==> src/seg_pkg.sv <==
package seg_pkg;

   typedef logic [2:0] seg_id_t;

   localparam seg_id_t seg_es = 3'd0;
   localparam seg_id_t seg_cs = 3'd1;
   localparam seg_id_t seg_ss = 3'd2;
   localparam seg_id_t seg_ds = 3'd3;
   localparam seg_id_t seg_fs = 3'd4;
   localparam seg_id_t seg_gs = 3'd5;

   localparam seg_id_t seg_stack = seg_ss;

   typedef logic [1:0] mem_size_t;

   localparam mem_size_t size_byte  = 2'd0;
   localparam mem_size_t size_word  = 2'd1;
   localparam mem_size_t size_dword = 2'd2;

   typedef struct packed {
      logic [15:0] base;
      logic [31:0] limit;
   } seg_desc_t;

   // Access size in bytes
   function automatic logic [2:0] size_bytes(mem_size_t size);
      case (size)
         size_byte: return 3'd1;
         size_word: return 3'd2;
         default:   return 3'd4;
      endcase
   endfunction

   function automatic logic [31:0] lin_addr(seg_desc_t desc, logic [31:0] off);
      return {desc.base, 16'h0000} + off;
   endfunction

endpackage

==> src/agen_pkg.sv <==
package agen_pkg;

   // Address source codes, shared by the read and write selects
   typedef logic [1:0] addr_sel_t;

   localparam addr_sel_t addr_seg1  = 2'd0;
   localparam addr_sel_t addr_stack = 2'd1;
   localparam addr_sel_t addr_intr  = 2'd2;
   localparam addr_sel_t addr_cmps  = 2'd3;

   // Control store fields used by this stage
   typedef struct packed {
      logic      mux_imm1;
      addr_sel_t rd_sel;
      addr_sel_t wr_sel;
      logic      repne_steady;
      logic      cmps_first;
      logic      cmps_second;
      logic      jmp_stall_de;
      logic      near_ret;
      logic      far_ret;
      logic      ld_flags;
      logic      df_affected;
   } agen_ctrl_t;

   typedef struct packed {
      logic                v;
      agen_ctrl_t          ctrl;
      logic [31:0]         neip;
      logic [31:0]         a;
      logic [31:0]         b;
      logic [31:0]         disp_off;
      logic [31:0]         sib_off;
      logic [31:0]         sp;
      logic [31:0]         intr_addr;
      seg_pkg::seg_id_t    seg1;
      seg_pkg::mem_size_t  mem_size;
      logic                mem_rd;
      logic                mem_wr;
      logic                df;
      logic                exc_en;
      logic                page_fault;
   } agen_in_t;

   typedef struct packed {
      logic                v;
      logic [31:0]         rd_addr;
      logic [31:0]         wr_addr;
      logic                mem_rd;
      logic                mem_wr;
      seg_pkg::mem_size_t  mem_size;
      logic                seg_exc;
      logic                page_fault;
   } ag_mem_t;

   typedef struct packed {
      logic        v;
      logic [31:0] neip;
      logic [31:0] a;
      logic [31:0] b;
   } ag_data_t;

endpackage

==> src/seg_regs.sv <==
`timescale 1ns/1ps

module seg_regs #(
   parameter int N_SEG = 8
) (
   input  logic               clk,
   input  logic               reset,
   input  logic               seg_wr_en,
   input  seg_pkg::seg_id_t   seg_wr_id,
   input  seg_pkg::seg_desc_t seg_wr_desc,
   input  seg_pkg::seg_id_t   access_seg,
   input  seg_pkg::seg_id_t   seg1,
   output seg_pkg::seg_desc_t access_desc,
   output seg_pkg::seg_desc_t seg1_desc,
   output seg_pkg::seg_desc_t ss_desc
);
   import seg_pkg::*;

   seg_desc_t seg_file [N_SEG];

   // Flat segments out of reset
   always_ff @(posedge clk) begin
      if (reset) begin
         for (int i = 0; i < N_SEG; i++) begin
            seg_file[i].base  <= 16'h0000;
            seg_file[i].limit <= 32'hffff_ffff;
         end
      end else if (seg_wr_en) begin
         seg_file[seg_wr_id] <= seg_wr_desc;
      end
   end

   assign access_desc = seg_file[access_seg];
   assign seg1_desc   = seg_file[seg1];
   assign ss_desc     = seg_file[seg_stack];

endmodule

==> src/seg_limit_check.sv <==
`timescale 1ns/1ps

module seg_limit_check (
   input  logic                v,
   input  logic                exc_en,
   input  logic                mem_rd,
   input  logic                mem_wr,
   input  agen_pkg::addr_sel_t rd_sel,
   input  agen_pkg::addr_sel_t wr_sel,
   input  seg_pkg::mem_size_t  mem_size,
   input  logic [31:0]         rd_off,
   input  logic [31:0]         wr_off,
   input  logic [31:0]         rd_limit,
   input  logic [31:0]         wr_limit,
   output logic                seg_exc
);
   import agen_pkg::*;
   import seg_pkg::*;

   logic [2:0]  nbytes;
   logic [32:0] rd_last;
   logic [32:0] wr_last;
   logic        rd_fault;
   logic        wr_fault;

   assign nbytes = size_bytes(mem_size);

   // Address of the last byte touched, one extra bit for the carry
   assign rd_last = {1'b0, rd_off} + {30'd0, nbytes} - 33'd1;
   assign wr_last = {1'b0, wr_off} + {30'd0, nbytes} - 33'd1;

   // Vector fetches have no segment
   assign rd_fault = mem_rd && (rd_sel != addr_intr) && (rd_last > {1'b0, rd_limit});
   assign wr_fault = mem_wr && (wr_sel != addr_intr) && (wr_last > {1'b0, wr_limit});

   assign seg_exc = v && !exc_en && (rd_fault || wr_fault);

endmodule

==> src/cmps_addr_track.sv <==
`timescale 1ns/1ps

module cmps_addr_track (
   input  logic               clk,
   input  logic               reset,
   input  logic               upd,
   input  logic [31:0]        a,
   input  seg_pkg::seg_id_t   seg1,
   input  logic               df,
   input  seg_pkg::mem_size_t mem_size,
   input  logic               repne_steady,
   input  logic               cmps_first,
   input  logic               cmps_second,
   output logic [31:0]        cmps_off,
   output seg_pkg::seg_id_t   cmps_seg
);
   import seg_pkg::*;

   logic [31:0] esi_off;
   logic [31:0] edi_off;
   seg_id_t     esi_seg;
   seg_id_t     edi_seg;
   logic [31:0] step;
   logic [31:0] saved_off;
   seg_id_t     saved_seg;
   logic [31:0] next_off;

   // Step is the access size, negative when df is set
   assign step = df ? -{29'd0, size_bytes(mem_size)} : {29'd0, size_bytes(mem_size)};

   // Second micro-op works on the EDI pair
   assign saved_off = cmps_second ? edi_off : esi_off;
   assign saved_seg = cmps_second ? edi_seg : esi_seg;

   assign next_off = (repne_steady ? saved_off : a) + step;

   // First pass reads at a itself
   assign cmps_off = repne_steady ? next_off : a;
   assign cmps_seg = repne_steady ? saved_seg : seg1;

   always_ff @(posedge clk) begin
      if (reset) begin
         esi_off <= '0;
         edi_off <= '0;
         esi_seg <= '0;
         edi_seg <= '0;
      end else if (upd) begin
         if (cmps_first) begin
            esi_off <= next_off;
            esi_seg <= cmps_seg;
         end
         if (cmps_second) begin
            edi_off <= next_off;
            edi_seg <= cmps_seg;
         end
      end
   end

endmodule

==> src/pipe_latch.sv <==
`timescale 1ns/1ps

module pipe_latch #(
   parameter type payload_t = logic
) (
   input  logic     clk,
   input  logic     reset,
   input  logic     stall,
   input  payload_t d,
   output payload_t q
);

   // Holds its contents while the next stage stalls
   always_ff @(posedge clk) begin
      if (reset) begin
         q <= '0;
      end else if (!stall) begin
         q <= d;
      end
   end

endmodule

==> src/agen_stage2.sv <==
`timescale 1ns/1ps

module agen_stage2 (
   input  logic               clk,
   input  logic               reset,
   input  logic               stall,
   input  agen_pkg::agen_in_t ag_in,
   input  seg_pkg::seg_desc_t access_desc,
   input  seg_pkg::seg_desc_t seg1_desc,
   input  seg_pkg::seg_desc_t ss_desc,
   output seg_pkg::seg_id_t   access_seg,
   output seg_pkg::seg_id_t   seg1,
   output agen_pkg::ag_mem_t  mem_next,
   output agen_pkg::ag_data_t data_next,
   output logic               jmp_stall,
   output logic               v_ld_df
);
   import agen_pkg::*;
   import seg_pkg::*;

   logic [31:0] seg1_off;
   logic [31:0] cmps_off;
   seg_id_t     cmps_seg;
   logic [31:0] rd_off;
   logic [31:0] wr_off;
   seg_desc_t   rd_desc;
   seg_desc_t   wr_desc;
   logic        seg_exc;

   assign seg1_off = ag_in.disp_off + ag_in.sib_off;

   cmps_addr_track u_cmps (
      .clk          (clk),
      .reset        (reset),
      .upd          (ag_in.v && !stall),
      .a            (ag_in.a),
      .seg1         (ag_in.seg1),
      .df           (ag_in.df),
      .mem_size     (ag_in.mem_size),
      .repne_steady (ag_in.ctrl.repne_steady),
      .cmps_first   (ag_in.ctrl.cmps_first),
      .cmps_second  (ag_in.ctrl.cmps_second),
      .cmps_off     (cmps_off),
      .cmps_seg     (cmps_seg)
   );

   assign seg1       = ag_in.seg1;
   assign access_seg = (ag_in.ctrl.rd_sel == addr_cmps) ? cmps_seg : ag_in.seg1;

   // Read source select, intr offset unused
   always_comb begin
      case (ag_in.ctrl.rd_sel)
         addr_seg1:  begin rd_off = seg1_off; rd_desc = seg1_desc;   end
         addr_stack: begin rd_off = ag_in.sp; rd_desc = ss_desc;     end
         addr_intr:  begin rd_off = seg1_off; rd_desc = seg1_desc;   end
         default:    begin rd_off = cmps_off; rd_desc = access_desc; end
      endcase
   end

   // Writes only go through seg1 or the stack
   assign wr_off  = (ag_in.ctrl.wr_sel == addr_stack) ? ag_in.sp : seg1_off;
   assign wr_desc = (ag_in.ctrl.wr_sel == addr_stack) ? ss_desc : seg1_desc;

   seg_limit_check u_limit (
      .v        (ag_in.v),
      .exc_en   (ag_in.exc_en),
      .mem_rd   (ag_in.mem_rd),
      .mem_wr   (ag_in.mem_wr),
      .rd_sel   (ag_in.ctrl.rd_sel),
      .wr_sel   (ag_in.ctrl.wr_sel),
      .mem_size (ag_in.mem_size),
      .rd_off   (rd_off),
      .wr_off   (wr_off),
      .rd_limit (rd_desc.limit),
      .wr_limit (wr_desc.limit),
      .seg_exc  (seg_exc)
   );

   always_comb begin
      mem_next.v          = ag_in.v;
      mem_next.rd_addr    = (ag_in.ctrl.rd_sel == addr_intr) ? ag_in.intr_addr
                                                             : lin_addr(rd_desc, rd_off);
      mem_next.wr_addr    = lin_addr(wr_desc, wr_off);
      mem_next.mem_rd     = ag_in.mem_rd;
      mem_next.mem_wr     = ag_in.mem_wr;
      mem_next.mem_size   = ag_in.mem_size;
      mem_next.seg_exc    = seg_exc;
      mem_next.page_fault = ag_in.page_fault;
   end

   always_comb begin
      data_next.v    = ag_in.v;
      data_next.neip = ag_in.neip;
      data_next.a    = ag_in.a;
      data_next.b    = ag_in.ctrl.mux_imm1 ? 32'd1 : ag_in.b;
   end

   assign jmp_stall = ag_in.v &&
                      (ag_in.ctrl.jmp_stall_de || ag_in.ctrl.near_ret || ag_in.ctrl.far_ret);
   assign v_ld_df   = ag_in.v && ag_in.ctrl.ld_flags && ag_in.ctrl.df_affected;

endmodule

==> src/agen_top.sv <==
`timescale 1ns/1ps

module agen_top #(
   parameter int N_SEG = 8
) (
   input  logic               clk,
   input  logic               reset,
   input  logic               stall,
   input  agen_pkg::agen_in_t ag_in,
   input  logic               seg_wr_en,
   input  seg_pkg::seg_id_t   seg_wr_id,
   input  seg_pkg::seg_desc_t seg_wr_desc,
   output agen_pkg::ag_mem_t  mem_out,
   output agen_pkg::ag_data_t data_out,
   output logic               jmp_stall,
   output logic               v_ld_df
);
   import agen_pkg::*;
   import seg_pkg::*;

   seg_id_t   access_seg;
   seg_id_t   seg1;
   seg_desc_t access_desc;
   seg_desc_t seg1_desc;
   seg_desc_t ss_desc;
   ag_mem_t   mem_next;
   ag_data_t  data_next;

   seg_regs #(.N_SEG(N_SEG)) u_seg_regs (
      .clk         (clk),
      .reset       (reset),
      .seg_wr_en   (seg_wr_en),
      .seg_wr_id   (seg_wr_id),
      .seg_wr_desc (seg_wr_desc),
      .access_seg  (access_seg),
      .seg1        (seg1),
      .access_desc (access_desc),
      .seg1_desc   (seg1_desc),
      .ss_desc     (ss_desc)
   );

   agen_stage2 u_stage2 (
      .clk         (clk),
      .reset       (reset),
      .stall       (stall),
      .ag_in       (ag_in),
      .access_desc (access_desc),
      .seg1_desc   (seg1_desc),
      .ss_desc     (ss_desc),
      .access_seg  (access_seg),
      .seg1        (seg1),
      .mem_next    (mem_next),
      .data_next   (data_next),
      .jmp_stall   (jmp_stall),
      .v_ld_df     (v_ld_df)
   );

   pipe_latch #(.payload_t(ag_mem_t)) u_mem_latch (
      .clk   (clk),
      .reset (reset),
      .stall (stall),
      .d     (mem_next),
      .q     (mem_out)
   );

   pipe_latch #(.payload_t(ag_data_t)) u_data_latch (
      .clk   (clk),
      .reset (reset),
      .stall (stall),
      .d     (data_next),
      .q     (data_out)
   );

endmodule

==> config.mk <==
export PLATFORM = sky130hd
export DESIGN_NAME = agen_top
export DESIGN_NICKNAME = d
export VERILOG_FILES = /design/src/seg_pkg.sv /design/src/agen_pkg.sv /design/src/seg_regs.sv /design/src/seg_limit_check.sv /design/src/cmps_addr_track.sv /design/src/pipe_latch.sv /design/src/agen_stage2.sv /design/src/agen_top.sv
export SDC_FILE = /design/constraint.sdc
export NUM_CORES = 2
export LEC_CHECK = 0
export BUFFER_PORTS_ARGS = -buffer_cell sky130_fd_sc_hd__buf_2
export CORE_MARGIN = 4
export CORE_UTILIZATION = 30
export DETAILED_ROUTE_END_ITERATION = 8
export GPL_ROUTABILITY_DRIVEN = 0
export PLACE_DENSITY_LB_ADDON = 0.25
export SYNTH_ARGS = -nofsm -noshare
export SYNTH_HDL_FRONTEND = slang
export SYNTH_SLANG_ARGS = --single-unit
==> constraint.sdc <==
create_clock -name clk -period 11.3 [get_ports clk]
set_input_delay 2.26 -clock clk [delete_from_list [all_inputs] [get_ports clk]]
set_output_delay 2.26 -clock clk [all_outputs]
set_load 0.02 [all_outputs]
==> results.cfg <==
[status]
status = finished clean

[yosys]
syn_inst = 4096
yosys_warnings = 0
synth_xor_area_share_pct = 2.77
synth_seq_cells = 621
synthFlopType = edfxtp_1
ys_types = 87
synthSimpleGateAreaFrac_pct = 16.4
synth_top_family_by_area = multiplexers
synth_seq_area_share_pct = 39.6
ys_async_sr_fraction_pct = 0
synth_area_mm2 = 0.0411
synth_compound_area_share_pct = 13.9
syn_nets = 4627
synth_area_per_cell_um2 = 10.0
synthAdderAreaFrac_pct = 7.04
synth.area.mux_share_pct = 16.6
synth-edff-count = 384

[worst_setup_path]
startpoint = ag_in[5]
worstReg2RegStart = u_stage2.u_cmps.edi_off[0]$_SDFFE_PP0P_
slowest_delay_ps = 460
cp.arrival_ps = 10090
cp_max_fo = 5
crit_path_end_kind = flop
critPathLaunchType = input pin
crit_required_ps = 11860
critPathSlowestCell = a311oi_2
worstSetupPathType = in2reg

[drt]
first_pass_iters = 7
route.detailed.drc = 0
final_antenna_net_count = 0
vias_per_cell = 5.39
drtIter0Drc = 2588
wirelength_um = 158000
drt-wirelength-per-cell_um = 25.1
num_vias = 34000

[global_routing]
grt_overflow_total = 0
grt_max_degree = 88
antenna_found_initial = 51
first_global_vias = 33400
grt_pass1_wl_um = 227000
track_usage_pct = 21.4

[clocking]
cts_setup_buffers = 0
cts_hold_buf = 0
cts_resized = 0
path_clk_slew_ps = 70
cts_root_buffer = clkbuf_16
cts_made_buffers = 74
htreeDepth = 3
tritoncts = done
ctsLongestPathBuffers = 3
clk_latency_ps = 680
cts.sinks = 621

[sta]
hold_violations = 0
skew_ps = 40.5
maxSlewHeadroom_pct = 26.2
rsz0062_at_grt = false
tightestPinTransition_ps = 1100
fin_crit_ps = 9530
max_freq_ghz = 0.105
setup-tns-final_ps = 0
final-max-slew-violation-count = 0
min_period_over_period_pct = 84.3
setup_viol = 0

[final_layout]
fin_nets = 4966
layout_common_cells = buf_2 (465), edfxtp_1 (384), nor2_1 (378)
layout_commonest_cell = buf_2
final_area_mm2 = 0.0479
area_delta_synth_final_pct = 16.7
drive_above_1_share_pct = 21.0

[floorplan]
dieHeight_um = 378
core_mm2 = 0.136
fp.dieW_um = 378
fp-row-count = 135
pin_count = 473
dieArea_mm2 = 0.143
initial_utilization_pct = 30.3

[job]
drv_cap = 0

[power_and_ir_drop]
p_per_area_mw_per_mm2 = 167
ir_drop_uv = 101
power_leakage_nw = 19.2

[placement]
place_area_mm2 = 0.0453
io_buffers = 472
dp_hpwl_um = 110000

[hold_path]
hold_start = u_stage2.u_cmps.esi_off[17]$_SDFFE_PP0P_
hold_class = reg2reg
## synthesized netlist by cell type (14+ instances only)
| library cell | count | area share, % |
|---|---|---|
| nor2_1 | 385 | 3.5 |
| edfxtp_1 | 384 | 28 |
| nand2_1 | 360 | 3.3 |
| a21oi_1 | 329 | 4.0 |
| dfxtp_1 | 237 | 12 |
| ha_1 | 223 | 6.8 |
| clkbuf_1 | 211 | 1.9 |
| mux2i_1 | 211 | 5.1 |
| or3_1 | 202 | 3.1 |
| mux4_2 | 190 | 10 |
| o21ai_0 | 180 | 2.2 |
| and2_1 | 136 | 2.1 |
| inv_1 | 127 | 1.2 |
| nand2b_1 | 92 | 1.4 |
| xnor2_1 | 91 | 1.9 |
| a21o_1 | 72 | 1.3 |
| nand3_1 | 65 | 0.79 |
| a211oi_1 | 52 | 0.95 |
| buf_1 | 52 | 0.48 |
| xor2_1 | 39 | 0.83 |
| mux2_2 | 38 | 1.0 |
| nor3_1 | 36 | 0.44 |
| o21a_1 | 32 | 0.59 |
| a22oi_1 | 30 | 0.55 |
| o211ai_1 | 27 | 0.49 |
| o21bai_1 | 25 | 0.46 |
| nand4_1 | 23 | 0.35 |
| nor2b_1 | 22 | 0.34 |
| and3_1 | 17 | 0.26 |
| o31ai_1 | 17 | 0.31 |
| a311o_1 | 15 | 0.37 |
| a31oi_1 | 14 | 0.21 |
## metrics by stage
| step | power (W) | utilization (%) | std cells | hold WS, ps | setup WS, ps |
|---|---|---|---|---|---|
| after floorplan | 0.00457 | - | 4096 | 436 | 1140 |
| after global placement | 0.00545 | 33.4 | 6140 | 441 | 1280 |
| after detailed placement | 0.00547 | 33.4 | 6140 | 447 | 1130 |
| after CTS | 0.00803 | 35.3 | 6272 | 455 | 1850 |
| after global routing | 0.00840 | 35.3 | 6287 | 471 | 1040 |
| final | 0.00799 | 35.3 | 6306 | 454 | 1770 |
## cell type report
type,count,area [um^2]
Fill cell,13700,87700
Multi-Input combinational cell,3079,23500
Sequential cell,621,16300
Timing Repair Buffer,530,2860
Tap cell,1781,2230
Clock buffer,101,2110
Inverter,129,487
Clock inverter,31,419
Antenna cell,34,85.1
## path summary, 6_finish.rpt
path	end	slack, ps	cells past startpoint
setup / recovery	u_mem_latch.q[1]$_SDFFE_PP0N_	1770	39
hold reg to reg	u_stage2.u_cmps.esi_off[17]$_SDFFE_PP0P_	450	2
setup reg to reg	u_mem_latch.q[1]$_SDFFE_PP0N_	3610	35
hold / removal	u_stage2.u_cmps.esi_off[17]$_SDFFE_PP0P_	450	2
## flip-flops by register name (all words and copies together) (netlist names)
register / flops
u_seg_regs.seg_file: 384
u_stage2.u_cmps.edi_seg: 3
u_mem_latch.q: 71
u_stage2.u_cmps.esi_off: 32
u_stage2.u_cmps.esi_seg: 3
u_data_latch.q: 96
u_stage2.u_cmps.edi_off: 32
## worst max-delay path: cells and delay by family
family,cells,cell delay [ps]
simple gates,12,1820
xor+xnor,1,120
fa+ha+maj,4,1230
buf+inv,3,390
compound gates,18,4070
mux,1,200
## report_power, final
part | switching [W] | internal, W | total (W)
logic | 0.00168 | 0.00112 | 0.00280
clock network | 0.00103 | 0.00152 | 0.00254
registers | 0.0000851 | 0.00256 | 0.00265
## routing by layer
| metal | track usage, % | share of wire (%) | up-vias | routed length (um) |
|---|---|---|---|---|
| li1 | - | - | 15800 | - |
| met1 | 27.2 | 41 | 16700 | 64900 |
| met2 | 36.0 | 48 | 1181 | 75900 |
| met3 | 4.08 | 7.4 | 230 | 11700 |
| met4 | 8.05 | 3.4 | 14 | 5350 |
| met5 | 0 | 0.065 | - | 103 |
## kinds of logic (layout without fill, tap and decap cells)
logic type                 count (synthesis)  count (layout)
and+or+nand+nor                         1387            1387
buffers and inverters                    396             791
other                                      0              34
muxes                                    439             439
DFF                                      621             621
adders and majority gates                228             228
AOI/OAI and AO/OA                        895             895
xor gates and xnor gates                 130             130
Power figures use the tool's default switching activity.
